$ cat src/noc_settings.svh
`ifndef NOC_SETTINGS_SVH
`define NOC_SETTINGS_SVH

// number of nodes on the shared bus.
`define NOC_NODE_COUNT 4

// width of the per-source packet sequence number.
`define NOC_ID_WIDTH 8

// a gaussian packet is sent when this many low LFSR bits are all zero.
`define NOC_LN2_PERIOD 2

// free cycles a sequential generator waits between two packets.
`define NOC_SEQ_GAP 8

`endif
$ cat src/noc_pkg.sv
`include "noc_settings.svh"

package noc_pkg;

    typedef logic [$clog2(`NOC_NODE_COUNT)-1:0] node_t;      // node index.
    typedef logic [`NOC_ID_WIDTH-1:0]            packet_id_t; // per-source sequence number.
    typedef logic [31:0]                         payload_t;
    typedef logic [15:0]                         count_t;     // saturating event counter.

    // one single-flit packet as it travels over the bus.
    typedef struct packed {
        payload_t   payload;
        node_t      src;
        node_t      dest;
        packet_id_t id;
    } flit_t;

endpackage

$ cat src/delivery_counters.sv
`timescale 1ns/1ns
`include "noc_settings.svh"

module delivery_counters import noc_pkg::*; (
    input  logic   clk,
    input  logic   rst,
    input  logic   deliver_valid,
    input  flit_t  deliver,
    output count_t rx_count [`NOC_NODE_COUNT],
    output count_t rx_total
);
    localparam int NODES = `NOC_NODE_COUNT;

    always_ff @(posedge clk or posedge rst) begin
        if (rst) begin
            rx_total <= '0;
            for (int i = 0; i < NODES; i++) begin
                rx_count[i] <= '0;
            end
        end else if (deliver_valid) begin
            if (rx_total != '1) begin
                rx_total <= rx_total + 1'b1;
            end
            for (int i = 0; i < NODES; i++) begin
                // only the addressed node counts, and it sticks at the top.
                if (deliver.dest == node_t'(i) && rx_count[i] != '1) begin
                    rx_count[i] <= rx_count[i] + 1'b1;
                end
            end
        end
    end

endmodule

$ cat config.mk
export PLATFORM = sky130hd
export DESIGN_NAME = delivery_counters
export DESIGN_NICKNAME = d
export VERILOG_FILES = /design/src/noc_pkg.sv /design/src/delivery_counters.sv
export VERILOG_INCLUDE_DIRS = /design/src
export SDC_FILE = /design/constraint.sdc
export NUM_CORES = 1
export LEC_CHECK = 0
export BUFFER_PORTS_ARGS = -buffer_cell sky130_fd_sc_hd__buf_2
export CORE_MARGIN = 1.5
export CORE_UTILIZATION = 51
export CTS_CLUSTER_SIZE = 12
export DETAILED_ROUTE_END_ITERATION = 6
export GPL_TIMING_DRIVEN = 0
export PLACE_DENSITY = 0.8
export SYNTH_ARGS = -nofsm -noshare
export SYNTH_HDL_FRONTEND = slang
export SYNTH_SLANG_ARGS = --single-unit
$ cat constraint.sdc
create_clock -name clk -period 4 [get_ports clk]
set_input_delay 1.2 -clock clk [delete_from_list [all_inputs] [get_ports clk]]
set_output_delay 1.2 -clock clk [all_outputs]
set_load 0.02 [all_outputs]
==> impl_metrics.yaml, run 1 <==
grt:
  grt_usage_pct: 20.5
  use_met2_pct: 33.3
  grt_pass1_vias: 2996
  grt_pass1_wl_um: 14000
  grtUsageMet3_pct: 4.15
  grt_remaining_overflow: 0
  grt_max_degree: 45
  grt_antenna_before_repair: 0
  grt-busiest-layer: "met2"
  met1_usage_pct: 27.2
flow_run:
  cap_viol_max_count: 0
placement:
  portBuffers: 84
  dp.cells: 547
  dpl.hpwl_um: 5940
  pre_cts_slack_ns: 1.35
  place_congestion: 0.889
clock_tree:
  cts_num_sinks: 80
  path_clk_slew_ns: 0.08
  cts_resized: 0
  cts.htree.levels: 3
  cts_tree: "built"
  post_cts_buffers: 0
  clock-root-buffer: "clkbuf_8"
  ctsHoldBuffers: 0
  clock_path_buffers: 2
  cts_buffers: 9
  clk_latency_ns: 0.34
synth:
  yosysSeqAreaShare_pct: 49.4
  synth.distinct_cells: 47
  ys_ff_latch: 80
  netlist_area_um2: 4060
  synth_warnings: 0
  synth_enable_flop_cells: 0
  async_flop_share_pct: 100
  syn_area_per_cell_um2: 11.3
  synth_ff_type: "dfrtp_1"
  synthCells: 360
  synth_fp_nets: 412
final_layout:
  syn2layout_area_growth_pct: 18.9
  layout_commonest_cell: "buf_2"
  fin_nets: 508
  drive_gt1_share_pct: 29.1
  final_cell_mix: "buf_2 (85), dfrtp_1 (80), xor2_1 (44)"
  fin_cells: 563
  antenna_cells: 0
power:
  intPower_mw: 1.45
  switchingPower_mw: 0.864
  swShare_pct: 37.3
  p_leak_nw: 2.45
  power.density_nw_per_um2: 480
  irDropWorstVdd_v: 0.000473
  p_seq_share_pct: 49.6
  power_frac_clock_pct: 24.4
  combPwrFrac_pct: 26.0
timing:
  min_period_ns: 2.29
  hold-worst-slack_ns: 0.502
  rsz0062_at_grt: "false"
  hold_viol: 0
  finalCritPeriodShare_pct: 57.4
  skew_ns: 0.0110
  finalSetupViolCount: 0
  drv_slew: 0
  worstMarginPinSlew_ns: 0.593
  maxSlewHeadroom_pct: 60.2
  tns_ns: 0
  finalWorstSetupSlack_ns: 1.71
  max_freq_ghz: 0.436
drt:
  finalWirelength_um: 8080
  ant_nets: 0
  avgViaCountPerCell: 5.64
  vias: 3175
  remaining_drc_errors: 0
  drt_iter0_markers: 175
  dr.pass1.iters: 4
  wire_per_inst_um: 14.4
hold_path:
  min_path_type: "register to register"
setup_path:
  worstSetupPathType: "input pin to register"
  end_kind: "register"
  critPathLaunchType: "input pin"
  worstPathArrival_ns: 2.51
  crit_required_ns: 4.22
  crit_fanout: 10
floorplanning:
  initial_core_util_pct: 52.5
  num_rows: 32
  fp.dieW_um: 92.2
  die_y_um: 92.2
  die-area_um2: 8500
  core_um2: 7730
  num_io_pins: 127
outcome:
  outcome: "finished clean"
power groups by stage:
stage	Clock, mW	Sequential (mW)	Combinational (mW)
finish	0.566	1.15	0.602
global route	0.620	1.17	0.662
CTS	0.588	1.15	0.609
detailed placement	0	1.16	0.610
global placement	0	1.15	0.592
floorplan	0	1.29	0.239
through the flow:
step	power [mW]	util (%)	cell area [um2]
finish	2.32	62.4	4820
global route	2.46	62.4	4820
global placement	1.74	59.6	4600
CTS	2.34	62.4	4820
floorplan	1.53	-	4060
detailed placement	1.77	60.0	4630
state kept, by name, summed over array words and instances (netlist names):
signal,cells
rx_total,16
rx_count,64
final cells by class:
type / count / area, um2
inverters: 6 / 25.0
plain buffers: 4 / 27.5
flip-flops and latches: 80 / 2000
multi-input cells: 270 / 2000
fillers: 653 / 2910
clock inverters: 6 / 60.1
well taps: 102 / 128
repair buffers: 85 / 448
clock buffers: 10 / 128
cell usage after synthesis, types with 6 or more instances:
master	n	area share, %
inv_1	6	0.56
mux2_2	6	1.7
nor2_1	12	1.1
nand3_1	30	3.7
nor3_1	22	2.7
a21oi_1	6	0.74
nor4_1	12	1.9
and4_1	8	1.7
nand4_1	17	2.6
and3_1	7	1.1
dfrtp_1	80	49
xor2_1	44	9.5
nand2_1	20	1.9
xnor2_1	24	5.2
kinds of logic after synthesis:
| logic type | Yosys count | synth area share [%] |
|---|---|---|
| AND/OR/NAND/NOR | 171 | 28.3 |
| flip-flops | 80 | 49.4 |
| XOR/XNOR | 68 | 14.7 |
| AO/OA/AOI/OAI | 19 | 2.96 |
| buffers and inverters | 10 | 1.23 |
| multiplexers | 7 | 1.94 |
| adder cells (fa/ha/maj) | 5 | 1.54 |
critical path, stage by stage:
cell and delay [ns]:
buf_2 0.14, nand3b_4 0.23, nor4_4 0.39, or3b_1 0.40, xnor2_1 0.14
routing by layer:
layer,part of all wire [%],routed length [um]
met1,46,3680
met2,48,3890
met3,4.6,371
met4,1.7,140
met5,0,0
final timing paths:
check,startpoint,to,slack (ns),cells after the start
min in group asynchronous,rst,rx_total[5]$_DFFE_PP0P_,0.88,2
setup / recovery,deliver[8],rx_count[29]$_DFFE_PP0P_,1.71,5
hold / removal,rx_count[47]$_DFFE_PP0P_,rx_count[47]$_DFFE_PP0P_,0.50,1
hold reg to reg,rx_count[47]$_DFFE_PP0P_,rx_count[47]$_DFFE_PP0P_,0.50,1
setup reg to reg,rx_count[0]$_DFFE_PP0P_,rx_count[1]$_DFFE_PP0P_,2.03,5
max in group asynchronous,rst,rx_count[30]$_DFFE_PP0P_,2.54,3
No activity file was read; power rests on OpenSTA's default activity.
==> inputs of run 2 (changes only) <==
Settings changed: ABC_AREA set to 1, CORE_UTILIZATION 51 to 49, PLACE_DENSITY 0.8 to 0.77.
Clock period 4 ns to 1.9 ns, I/O delays scaled along.
==> run 2 against run 1 <==
  * Clock power rose to 2.7 times the previous value
  * Worst setup slack worse by 1.5 ns
  * Total power up 110%
  * Count of clock-buffer cells in the layout up 1
  * Register-to-register slack worse by 1.8 ns
  * Synthesized area up 25%
  * First-iteration DRC count up 45%
  * Critical endpoint is now rx_total[10]$_DFFE_PP0P_
==> impl_metrics.yaml, run 2 <==
timing:
  finalCritPeriodShare_pct: 90.5
  skew_ns: 0.0136
  max_freq_ghz: 0.582
  tns_ns: 0
  finalSetupViolCount: 0
  rsz0062_at_grt: "false"
  min_period_ns: 1.72
  worstMarginPinSlew_ns: 0.521
  hold_viol: 0
  maxSlewHeadroom_pct: 65.3
  drv_slew: 0
clock_tree:
  cts.htree.levels: 3
  clk_latency_ns: 0.36
  path_clk_slew_ns: 0.09
  cts_tree: "built"
  cts_buffers: 9
  cts_num_sinks: 80
  clock_path_buffers: 2
  post_cts_buffers: 0
  clock-root-buffer: "clkbuf_8"
  ctsHoldBuffers: 0
  cts_resized: 0
grt:
  grt_remaining_overflow: 0
  grt_pass1_wl_um: 20600
  grt_max_degree: 39
  grt_antenna_before_repair: 0
  grt_pass1_vias: 4371
  grt_usage_pct: 22.7
final_layout:
  stdcell_area_um2: 5940
  reg_top3: "rx_count (64), rx_total (16)"
  regMostFlops: "rx_count"
  final_cell_mix: "nand2_1 (322), nand3_1 (96), inv_1 (88)"
  antenna_cells: 0
  syn2layout_area_growth_pct: 17.3
  post-route-util_pct: 59.9
  layout_commonest_cell: "nand2_1"
  largest_reg_flops: 64
  drive_gt1_share_pct: 16.8
  fin_nets: 910
outcome:
  outcome: "finished clean"
synth:
  synth_commonest_cells: "nand2_1 (322), nand3_1 (97), inv_1 (89), dfrtp_1 (80), nor2_1 (78)"
  yosysSeqAreaShare_pct: 39.6
  synth_most_common_cell: "nand2_1"
  yosysTopAreaCell: "dfrtp_1"
  synth_warnings: 0
  yosysTopAreaCellShare_pct: 39.6
  synth_ff_type: "dfrtp_1"
  synth.distinct_cells: 22
  ys_ff_latch: 80
  netlist_area_um2: 5060
  synthCells: 761
  async_flop_share_pct: 100
  synth_enable_flop_cells: 0
  synth_area_leaders: "dfrtp_1 (40%), nand2_1 (24%), nand3_1 (9.6%)"
  syn_area_per_cell_um2: 6.65
  synth_fp_nets: 813
flow_run:
  cap_viol_max_count: 0
power:
  power.density_nw_per_um2: 800
  p_leak_nw: 3.01
  irDropWorstVdd_v: 0.000408
placement:
  portBuffers: 84
  placed_area_um2: 5690
  place_congestion: 0.848
  dpl.hpwl_um: 8630
drt:
  finalWirelength_um: 11700
  drt_iter0_markers: 254
  wire_per_inst_um: 11.7
  ant_nets: 0
  remaining_drc_errors: 0
  avgViaCountPerCell: 4.95
  dr.pass1.iters: 5
  vias: 4935
setup_path:
  critPathLaunchType: "register"
  end_kind: "register"
  worstSetupPathType: "register to register"
  worstPathArrival_ns: 1.96
  crit_fanout: 10
  crit_required_ns: 2.14
floorplanning:
  num_io_pins: 127
  die_y_um: 105
  num_rows: 36
  initial_core_util_pct: 51.1
  die-area_um2: 10900
  fp.dieW_um: 105
  core_um2: 9910
hold_path:
  min_path_type: "input pin to asynchronous set/reset pin"
==> run 2: changes by cell type in the layout (fill, tap and decap cells not counted), sizes merged, moves of 7 or more <==
cell,previous run,this run
nand2,20,330
nor2,13,98
inv,6,90
nand3,31,97
xor2,44,8
nor3,24,2
nor4,20,0
xnor2,24,4
buf,88,101
nand4,21,12
and4,8,0
mux2,7,0
==> run 2: per-layer routing <==
layer  GRT usage (%)  vias to the layer above  part of all wire [%]
met5               0                        -                     0
met4            6.36                        0                   1.1
met3            4.30                       11                   5.6
met2            35.2                      117                    45
met1            32.2                     2259                    48
li1                -                     2548                     -
==> run 2: metrics by stage <==
stage | hold slack [ns] | power (mW) | worst slack [ns] | cells
finish | 0.170 | 4.75 | 0.181 | 996
global route | 0.182 | 5.04 | 0.0209 | 996
detailed placement | 0.508 | 3.28 | 0.116 | 980
CTS | 0.172 | 4.80 | 0.129 | 996
global placement | 0.506 | 3.24 | -0.214 | 978
floorplan | 0.609 | 2.90 | 0.289 | 761
==> run 2: area by class of cell <==
cell class / count / area (um2)
fillers: 1015 / 3970
flip-flops and latches: 80 / 2000
plain buffers: 15 / 134
well taps: 133 / 166
multi-input cells: 575 / 2590
inverters: 91 / 345
repair buffers: 86 / 460
clock buffers: 11 / 131
clock inverters: 5 / 105
==> run 2: kinds of logic after synthesis <==
group	share of synthesized area [%]
and+or+nand+nor	47.2
adders and majority gates	1.24
buffers and inverters	9.39
DFF	39.6
xor gates and xnor gates	2.08
AOI/OAI and AO/OA	0.494
==> run 2: worst paths after layout <==
kind,slack (ns),cells after the start,endpoint,startpoint
max,0.18,7,rx_total[10]$_DFFE_PP0P_,rx_total[0]$_DFFE_PP0P_
min,0.17,2,rx_total[7]$_DFFE_PP0P_,rst
max reg2reg,0.18,7,rx_total[10]$_DFFE_PP0P_,rx_total[0]$_DFFE_PP0P_
min reg2reg,0.52,2,rx_count[63]$_DFFE_PP0P_,rx_count[63]$_DFFE_PP0P_
max in group asynchronous,1.21,3,rx_count[46]$_DFFE_PP0P_,rst
min in group clk,0.52,2,rx_count[63]$_DFFE_PP0P_,rx_count[63]$_DFFE_PP0P_
==> run 2: power by group <==
part	internal, mW	switching [mW]	leakage, nW
clock	0.874	0.640	0.110
sequential	1.89	0.256	1.09
combinational	0.393	0.700	1.81
==> run 2: critical path: stages (launching register included) <==
cell     delay (ns)
dfrtp_1        0.47
ha_1           0.29
nand3_1        0.18
inv_1          0.08
nand2_1        0.08
nor2_1         0.06
nor2_2         0.31
o21ai_0        0.13
