==> config.mk <==
export PLATFORM = sky130hd
export DESIGN_NAME = sequential_traffic_generator
export DESIGN_NICKNAME = d
export VERILOG_FILES = /design/src/noc_pkg.sv /design/src/sequential_traffic_generator.sv
export VERILOG_INCLUDE_DIRS = /design/src
export SDC_FILE = /design/constraint.sdc
export NUM_CORES = 1
export LEC_CHECK = 0
export BUFFER_PORTS_ARGS = -buffer_cell sky130_fd_sc_hd__buf_2
export CAP_MARGIN = 20
export CORE_MARGIN = 10
export CORE_UTILIZATION = 47
export CTS_BUF_LIST = sky130_fd_sc_hd__clkbuf_8 sky130_fd_sc_hd__clkbuf_16
export DETAILED_ROUTE_END_ITERATION = 7
export GPL_ROUTABILITY_DRIVEN = 0
export GPL_TIMING_DRIVEN = 0
export PLACE_DENSITY = 0.83
export SLEW_MARGIN = 0
export SYNTH_ARGS = -nofsm -noshare
export SYNTH_HDL_FRONTEND = slang
export SYNTH_SLANG_ARGS = --single-unit
==> constraint.sdc <==
create_clock -name clk -period 3.2 [get_ports clk]
set_input_delay 0.64 -clock clk [delete_from_list [all_inputs] [get_ports clk]]
set_output_delay 0.64 -clock clk [all_outputs]
set_load 0.03 [all_outputs]
==> src/noc_settings.svh <==
`ifndef NOC_SETTINGS_SVH
`define NOC_SETTINGS_SVH

// number of nodes on the shared bus.
`define NOC_NODE_COUNT 4

// width of the per-source packet sequence number.
`define NOC_ID_WIDTH 8

// a gaussian packet is sent when this many low LFSR bits are all zero.
`define NOC_LN2_PERIOD 2

// free cycles a sequential generator waits between two packets.
`define NOC_SEQ_GAP 8

`endif
==> src/noc_pkg.sv <==
`include "noc_settings.svh"

package noc_pkg;

    typedef logic [$clog2(`NOC_NODE_COUNT)-1:0] node_t;      // node index.
    typedef logic [`NOC_ID_WIDTH-1:0]            packet_id_t; // per-source sequence number.
    typedef logic [31:0]                         payload_t;
    typedef logic [15:0]                         count_t;     // saturating event counter.

    // one single-flit packet as it travels over the bus.
    typedef struct packed {
        payload_t   payload;
        node_t      src;
        node_t      dest;
        packet_id_t id;
    } flit_t;

endpackage

==> src/sequential_traffic_generator.sv <==
`timescale 1ns/1ns
`include "noc_settings.svh"

module sequential_traffic_generator import noc_pkg::*; #(
    parameter int NODE_ID = 0
) (
    input  logic     clk,
    input  logic     rst,
    input  logic     busy,
    input  payload_t payload_in,
    output logic     valid,
    output flit_t    flit
);
    localparam int NODES = `NOC_NODE_COUNT;
    localparam int GAP_W = (`NOC_SEQ_GAP > 1) ? $clog2(`NOC_SEQ_GAP) : 1;

    logic [GAP_W-1:0] gap_cnt;
    logic             fire;
    node_t            cur_dest;
    node_t            next_dest;
    packet_id_t       id;

    assign fire = !busy && (gap_cnt == GAP_W'(`NOC_SEQ_GAP - 1));

    // step to the next node and jump over our own index.
    always_comb begin
        int nxt;
        nxt = (int'(cur_dest) + 1) % NODES;
        if (nxt == NODE_ID) begin
            nxt = (nxt + 1) % NODES;
        end
        next_dest = node_t'(nxt);
    end

    always_ff @(posedge clk or posedge rst) begin
        if (rst) begin
            valid    <= 1'b0;
            gap_cnt  <= '0;
            id       <= '0;
            cur_dest <= (NODE_ID == 0) ? node_t'(1) : node_t'(0);
        end else begin
            valid <= fire;
            if (fire) begin
                gap_cnt  <= '0;
                id       <= id + 1'b1;
                cur_dest <= next_dest;
            end else if (!busy) begin
                gap_cnt <= gap_cnt + 1'b1; // frozen while the slot is occupied.
            end
        end
    end

    always_ff @(posedge clk) begin
        if (fire) begin
            flit.payload <= payload_in;
            flit.src     <= node_t'(NODE_ID);
            flit.dest    <= cur_dest;
            flit.id      <= id + 1'b1;
        end
    end

endmodule

==> flow_metrics.env, run 1 <==
export IMPL_status="complete, no violations"
export IMPL_max_freq_ghz=0.4898
export IMPL_area_growth_pct=28.75
export IMPL_setup_tns_final_ns=0
export IMPL_die_y_microns=85.12
export IMPL_antenna_found_initial=0
export IMPL_yosysTopAreaCell="edfxtp_1"
export IMPL_p_int_w=0.001242
export IMPL_cts_resized=0
export IMPL_grt_overflow_total=0
export IMPL_grt_usage_pct=10.97
export IMPL_die_w_microns=85.12
export IMPL_grt_max_degree=48
export IMPL_rr_worst_depth=7
export IMPL_first_pass_iters=3
export IMPL_switching_share_pct=25.73
export IMPL_drive_gt1_share_pct=49.22
export IMPL_cp_cell_sequence="ha_1, ha_1, nand2b_4, buf_6, inv_2, nand2_1, xnor2_1"
export IMPL_cpMaxStageDelayCell="inv_2"
export IMPL_antenna_left=0
export IMPL_power_share_clock_pct=28.3
export IMPL_setup_worst_path_start_class="flop"
export IMPL_rsz0062_at_grt="false"
export IMPL_cp_startpoint="gap_cnt[0]"
export IMPL_peakVddDrop_v=0.0003393
export IMPL_p_comb_share_pct=15.3
export IMPL_placedInstanceArea_sq_um=2445
export IMPL_grt_pass1_wl_microns=6210
export IMPL_dp_hpwl_microns=3127
export IMPL_fin_crit_sh_pct=63.80
export IMPL_ctsHoldBuffers=0
export IMPL_rows=23
export IMPL_io_buffers=77
export IMPL_mostFrequentLayoutCell="buf_2"
export IMPL_postSynthCellCount=107
export IMPL_pin_count=80
export IMPL_clockBufferDepth=2
export IMPL_powerDensity_nw_per_um2=651.6
export IMPL_vias=1149
export IMPL_skew_ns=0.004982
export IMPL_cellLeakagePower_nw=1.158
export IMPL_synth_ff_latch_count=56
export IMPL_htreeDepth=2
export IMPL_root_buffer="clkbuf_8"
export IMPL_cap_violations=0
export IMPL_nNetsFinal=231
export IMPL_cpLargestDelayFamily="buffers and inverters"
export IMPL_worstSetupEndpointType="flop"
export IMPL_yosysTopAreaCellShare_pct=63.28
export IMPL_drt_vias_per_instance=4.728
export IMPL_final_cell_mix="buf_2, edfxtp_1, dfrtp_1"
export IMPL_cp_arrival_ns=2.23
export IMPL_p_total_w=0.001672
export IMPL_clk_latency_ns=0.30
export IMPL_p_switching_w=0.0004301
export IMPL_wire_per_inst_microns=16.53
export IMPL_reg2reg_slack_ns=1.16
export IMPL_crit_buf_inv=2
export IMPL_clk_pin_slew_ns=0.09
export IMPL_fin_crit_ns=2.041
export IMPL_start_util_pct=49.12
export IMPL_synth_warning_count=0
export IMPL_final_area_sq_um=2566
export IMPL_max_slew_margin_pct=39.77
export IMPL_drt_wl_total_microns=4018
export IMPL_cpMostUsedCell="ha_1"
export IMPL_slowest_delay_ns=0.65
export IMPL_drc=0
export IMPL_slew_viol_final=0
export IMPL_regToRegStartpoint="gap_cnt[0]"
export IMPL_hold_class="input pin to async pin"
export IMPL_drt_iter0_drc=109
export IMPL_seq_area_frac_synth_pct=80.92
export IMPL_hold_viol=0
export IMPL_dieArea_sq_um=7245
export IMPL_core_area_sq_um=4058
export IMPL_synth_area_leaders="edfxtp_1, dfrtp_1, xor2_1"
export IMPL_critPathRequiredTime_ns=3.39
export IMPL_tightest_slew_ns=0.9022
export IMPL_worstSetupPathType="flop to flop"
export IMPL_synthesis_area_sq_um=1993
export IMPL_syn_avg_cell_area_sq_um=18.63
export IMPL_grt_pass1_vias=1126
export IMPL_cts_tree="built"
export IMPL_cts_sinks=56
export IMPL_antenna_cells=0
export IMPL_timing_rr_end="id[2]"
export IMPL_postCtsSetupRepairBufs=0
export IMPL_numCtsBuffers=5
export IMPL_cp_max_fo=47
export IMPL_synth_distinct_cells=19
export IMPL_setup_viol=0
export IMPL_power_frac_seq_pct=56.3
==> worst reg2reg max path, stage by stage, from the launching register on <==
cell      delay, ns
dfrtp_1        0.37
ha_1           0.16
ha_1           0.21
nand2b_4       0.06
buf_6          0.13
inv_2          0.65
nand2_1        0.20
xnor2_1        0.16
==> cell usage after synthesis <==
cell,n
nand2_1,10
dfrtp_1,13
nor4_4,1
xnor2_1,4
nor3_1,3
ha_1,4
conb_1,1
mux2_2,1
dfstp_2,1
inv_1,3
nand2b_4,1
nand3_4,1
a22o_1,2
xor2_1,10
nor2_1,6
nand3_2,1
buf_6,1
edfxtp_1,42
buf_4,2
==> cells by family (layout without fill, tap and decap cells) <==
group	Yosys count	count (layout)	synth area share, %
AO/OA/AOI/OAI	2	2	0.8790
multiplexers	1	1	0.5649
buffers and inverters	6	91	1.883
other	1	2	0.1881
XOR/XNOR	14	14	6.152
flip-flops	56	56	80.92
adder cells (fa/ha/maj)	4	4	2.511
AND/OR/NAND/NOR	23	23	6.905
==> through the flow <==
step	setup WS, ns	util (%)	std cells	hold slack, ns
finish	1.159	63.24	243	0.3626
global route	0.9656	63.24	243	0.4058
CTS	1.129	63.24	243	0.3769
detailed placement	1.007	60.25	235	0.4713
global placement	0.4659	60.25	235	0.4662
floorplan	0.9541	-	108	0.4505
==> layout make-up <==
cell class                 count  area (sq um)
inverter                       3         11.26
sequential                    56          1613
clock inverter                 2         38.79
tap                           50         62.56
multi-input combinational     46         346.6
clock buffer                   6         82.58
timing repair buffer          77         385.4
fill                         313          1491
buffer                         3         26.28
==> routing by layer <==
metal / GRT usage, % / part of all wire (%) / vias up / routed length [microns]
met4: 4.042 / 1.4 / 0 / 57
met5: 0 / 0 / - / 0
met1: 13.38 / 44 / 535 / 1786
met2: 15.60 / 42 / 65 / 1670
met3: 6.501 / 13 / 5 / 503
li1: - / - / 544 / -
==> worst max path at each step <==
| stage | end | slack [ns] | cells after the start |
|---|---|---|---|
| final | id[2] | 1.16 | 7 |
| after global routing | id[2] | 0.97 | 7 |
| after CTS | id[2] | 1.13 | 7 |
| after detailed placement | id[2] | 1.01 | 6 |
| after global placement | id[2] | 0.47 | 6 |
| after floorplan | id[2] | 0.95 | 5 |
==> sequential cells by signal, indices dropped and copies added (netlist names) <==
signal,flops
cur_dest,2
flit,42
gap_cnt,3
id,8
valid,1
==> power by group through the flow <==
stage	Combinational [W]	Clock, W	Sequential (W)
2_1_floorplan	0.000127	0	0.00101
3_3_place_gp	0.000253	0	0.000958
3_5_place_dp	0.000261	0	0.000960
4_1_cts	0.000263	0.000486	0.000943
5_1_grt	0.000295	0.000512	0.000952
6_report	0.000256	0.000474	0.000942
No activity file was read; power rests on OpenSTA's default activity.
==> inputs of run 2 (changes only) <==
Settings changed: CORE_UTILIZATION 47 to 42, PLACE_DENSITY 0.83 to 0.79.
Clock period 3.2 ns to 1.7 ns, I/O delays scaled along.
==> flow_metrics.env, run 2 (synthesized netlist as in run 1, its figures left out) <==
export IMPL_drc=0
export IMPL_core_area_sq_um=4661
export IMPL_htreeDepth=2
export IMPL_slowest_delay_ns=0.39
export IMPL_setup_tns_final_ns=0
export IMPL_grt_pass1_vias=1143
export IMPL_peakVddDrop_v=0.0005733
export IMPL_dieArea_sq_um=7901
export IMPL_clk_pin_slew_ns=0.10
export IMPL_p_switching_w=0.0008197
export IMPL_die_y_microns=88.89
export IMPL_cp_cell_sequence="ha_2, ha_4, nand2b_4, buf_6, clkinvlp_4, xnor2_1"
export IMPL_fin_util_pct=57.40
export IMPL_antenna_cells=0
export IMPL_drt_wl_total_microns=3978
export IMPL_powerDensity_nw_per_um2=1230
export IMPL_worstSetupEndpointType="flop"
export IMPL_cpLargestDelayFamily="buffers and inverters"
export IMPL_cp_arrival_ns=1.77
export IMPL_start_util_pct=42.77
export IMPL_setup_worst_path_start_class="flop"
export IMPL_cts_sinks=56
export IMPL_area_growth_pct=34.21
export IMPL_p_total_w=0.003289
export IMPL_wire_per_inst_microns=15.72
export IMPL_fin_crit_ns=1.588
export IMPL_crit_buf_inv=2
export IMPL_dp_hpwl_microns=2936
export IMPL_rsz0062_at_grt="false"
export IMPL_hold_class="input pin to async pin"
export IMPL_biggestRegsByFlops="flit: 42 flops, id: 8 flops, gap_cnt: 3 flops"
export IMPL_cts_tree="built"
export IMPL_drt_iter0_drc=23
export IMPL_io_buffers=77
export IMPL_mostFrequentLayoutCell="buf_2"
export IMPL_root_buffer="clkbuf_8"
export IMPL_antenna_left=0
export IMPL_max_freq_ghz=0.6298
export IMPL_pin_count=80
export IMPL_grt_overflow_total=0
export IMPL_top_register="flit"
export IMPL_first_pass_iters=4
export IMPL_cpMaxStageDelayCell="dfrtp_1"
export IMPL_critPathRequiredTime_ns=1.88
export IMPL_skew_ns=0.007600
export IMPL_rows=25
export IMPL_switching_share_pct=24.92
export IMPL_antenna_found_initial=0
export IMPL_nNetsFinal=238
export IMPL_cap_violations=0
export IMPL_drive_gt1_share_pct=51.76
export IMPL_drt_vias_per_instance=4.640
export IMPL_final_cell_mix="buf_2, edfxtp_1, dfrtp_1"
export IMPL_p_comb_share_pct=16.4
export IMPL_finalNonFillerCells=253
export IMPL_power_frac_seq_pct=54.1
export IMPL_status="complete, no violations"
export IMPL_setup_viol=0
export IMPL_cellLeakagePower_nw=1.178
export IMPL_clockBufferDepth=2
export IMPL_largest_reg_flops=42
export IMPL_grt_usage_pct=9.725
export IMPL_slew_viol_final=0
export IMPL_tightest_slew_ns=0.5528
export IMPL_grt_max_degree=17
export IMPL_max_slew_margin_pct=63.10
export IMPL_hold_viol=0
export IMPL_numCtsBuffers=5
export IMPL_cp_max_fo=12
export IMPL_fin_crit_sh_pct=93.40
export IMPL_power_share_clock_pct=29.5
export IMPL_worstSetupPathType="flop to flop"
export IMPL_grt_pass1_wl_microns=5809
export IMPL_vias=1174
export IMPL_numPlacedInstances=239
export IMPL_die_w_microns=88.89
export IMPL_p_int_w=0.002470
export IMPL_clk_latency_ns=0.30
[run 2: changes by cell type in the layout (fill, tap and decap cells not counted), moves of 2 or more]
| cell | previous run | this run |
|---|---|---|
| clkinvlp_4 | 0 | 4 |
| buf_12 | 0 | 2 |
| buf_4 | 2 | 4 |
| ha_1 | 4 | 2 |
[run 2: per-stage QoR]
| step | hold WS [ns] | area, sq um | worst slack (ns) |
|---|---|---|---|
| 2_1_floorplan | 0.2285 | 2016 | -0.2311 |
| 3_3_place_gp | 0.4203 | 2469 | -0.5107 |
| 3_5_place_dp | 0.4215 | 2469 | -0.5348 |
| 4_1_cts | 0.09314 | 2620 | 0.003988 |
| 5_1_grt | 0.1203 | 2675 | 0.008568 |
| 6_report | 0.06723 | 2675 | 0.1122 |
[run 2: final cells by class]
class / count / area, sq um
Inverter: 3 / 15.01
Timing Repair Buffer: 81 / 440.4
Fill cell: 385 / 1986
Tap cell: 54 / 67.56
Multi-Input combinational cell: 46 / 361.6
Clock inverter: 2 / 60.06
Clock buffer: 5 / 68.82
Buffer: 3 / 26.28
Sequential cell: 56 / 1613
Timing Repair inverter: 3 / 22.52
[run 2: power by group through the flow]
stage	registers [W]	logic, W	clock network [W]
finish	0.00178	0.000540	0.000969
global route	0.00180	0.000600	0.00105
CTS	0.00178	0.000527	0.000989
detailed placement	0.00181	0.000513	0
global placement	0.00181	0.000492	0
floorplan	0.00191	0.000254	0
[run 2: path summary, 6_finish.rpt]
check	start	to	slack, ns	cells past startpoint
setup / recovery	gap_cnt[1]	id[0]	0.11	6
hold / removal	rst	id[5]	0.07	2
setup reg to reg	gap_cnt[1]	id[0]	0.11	6
hold reg to reg	cur_dest[1]	flit[9]	0.49	0
max in group asynchronous	rst	cur_dest[0]	1.25	2
min in group clk	payload_in[17]	flit[29]	0.21	1
[run 2: timing repair]
action,in CTS,in global routing
setup buffers,0,4
cloned,3,0
resized for setup,3,0
hold buffers,0,0
pin swaps,0,0
endpoints found under the setup margin,47,29
[run 2: worst reg2reg max path: stages (launching register included)]
cell	delay, ns
dfrtp_1	0.39
ha_2	0.20
ha_4	0.16
nand2b_4	0.06
buf_6	0.19
clkinvlp_4	0.28
xnor2_1	0.20
[run 2: metal layers]
layer / GRT usage (%) / wire length, microns
met4: 2.643 / 19
met2: 15.69 / 1813
met3: 4.102 / 492
met5: 0 / 0
met1: 11.66 / 1653
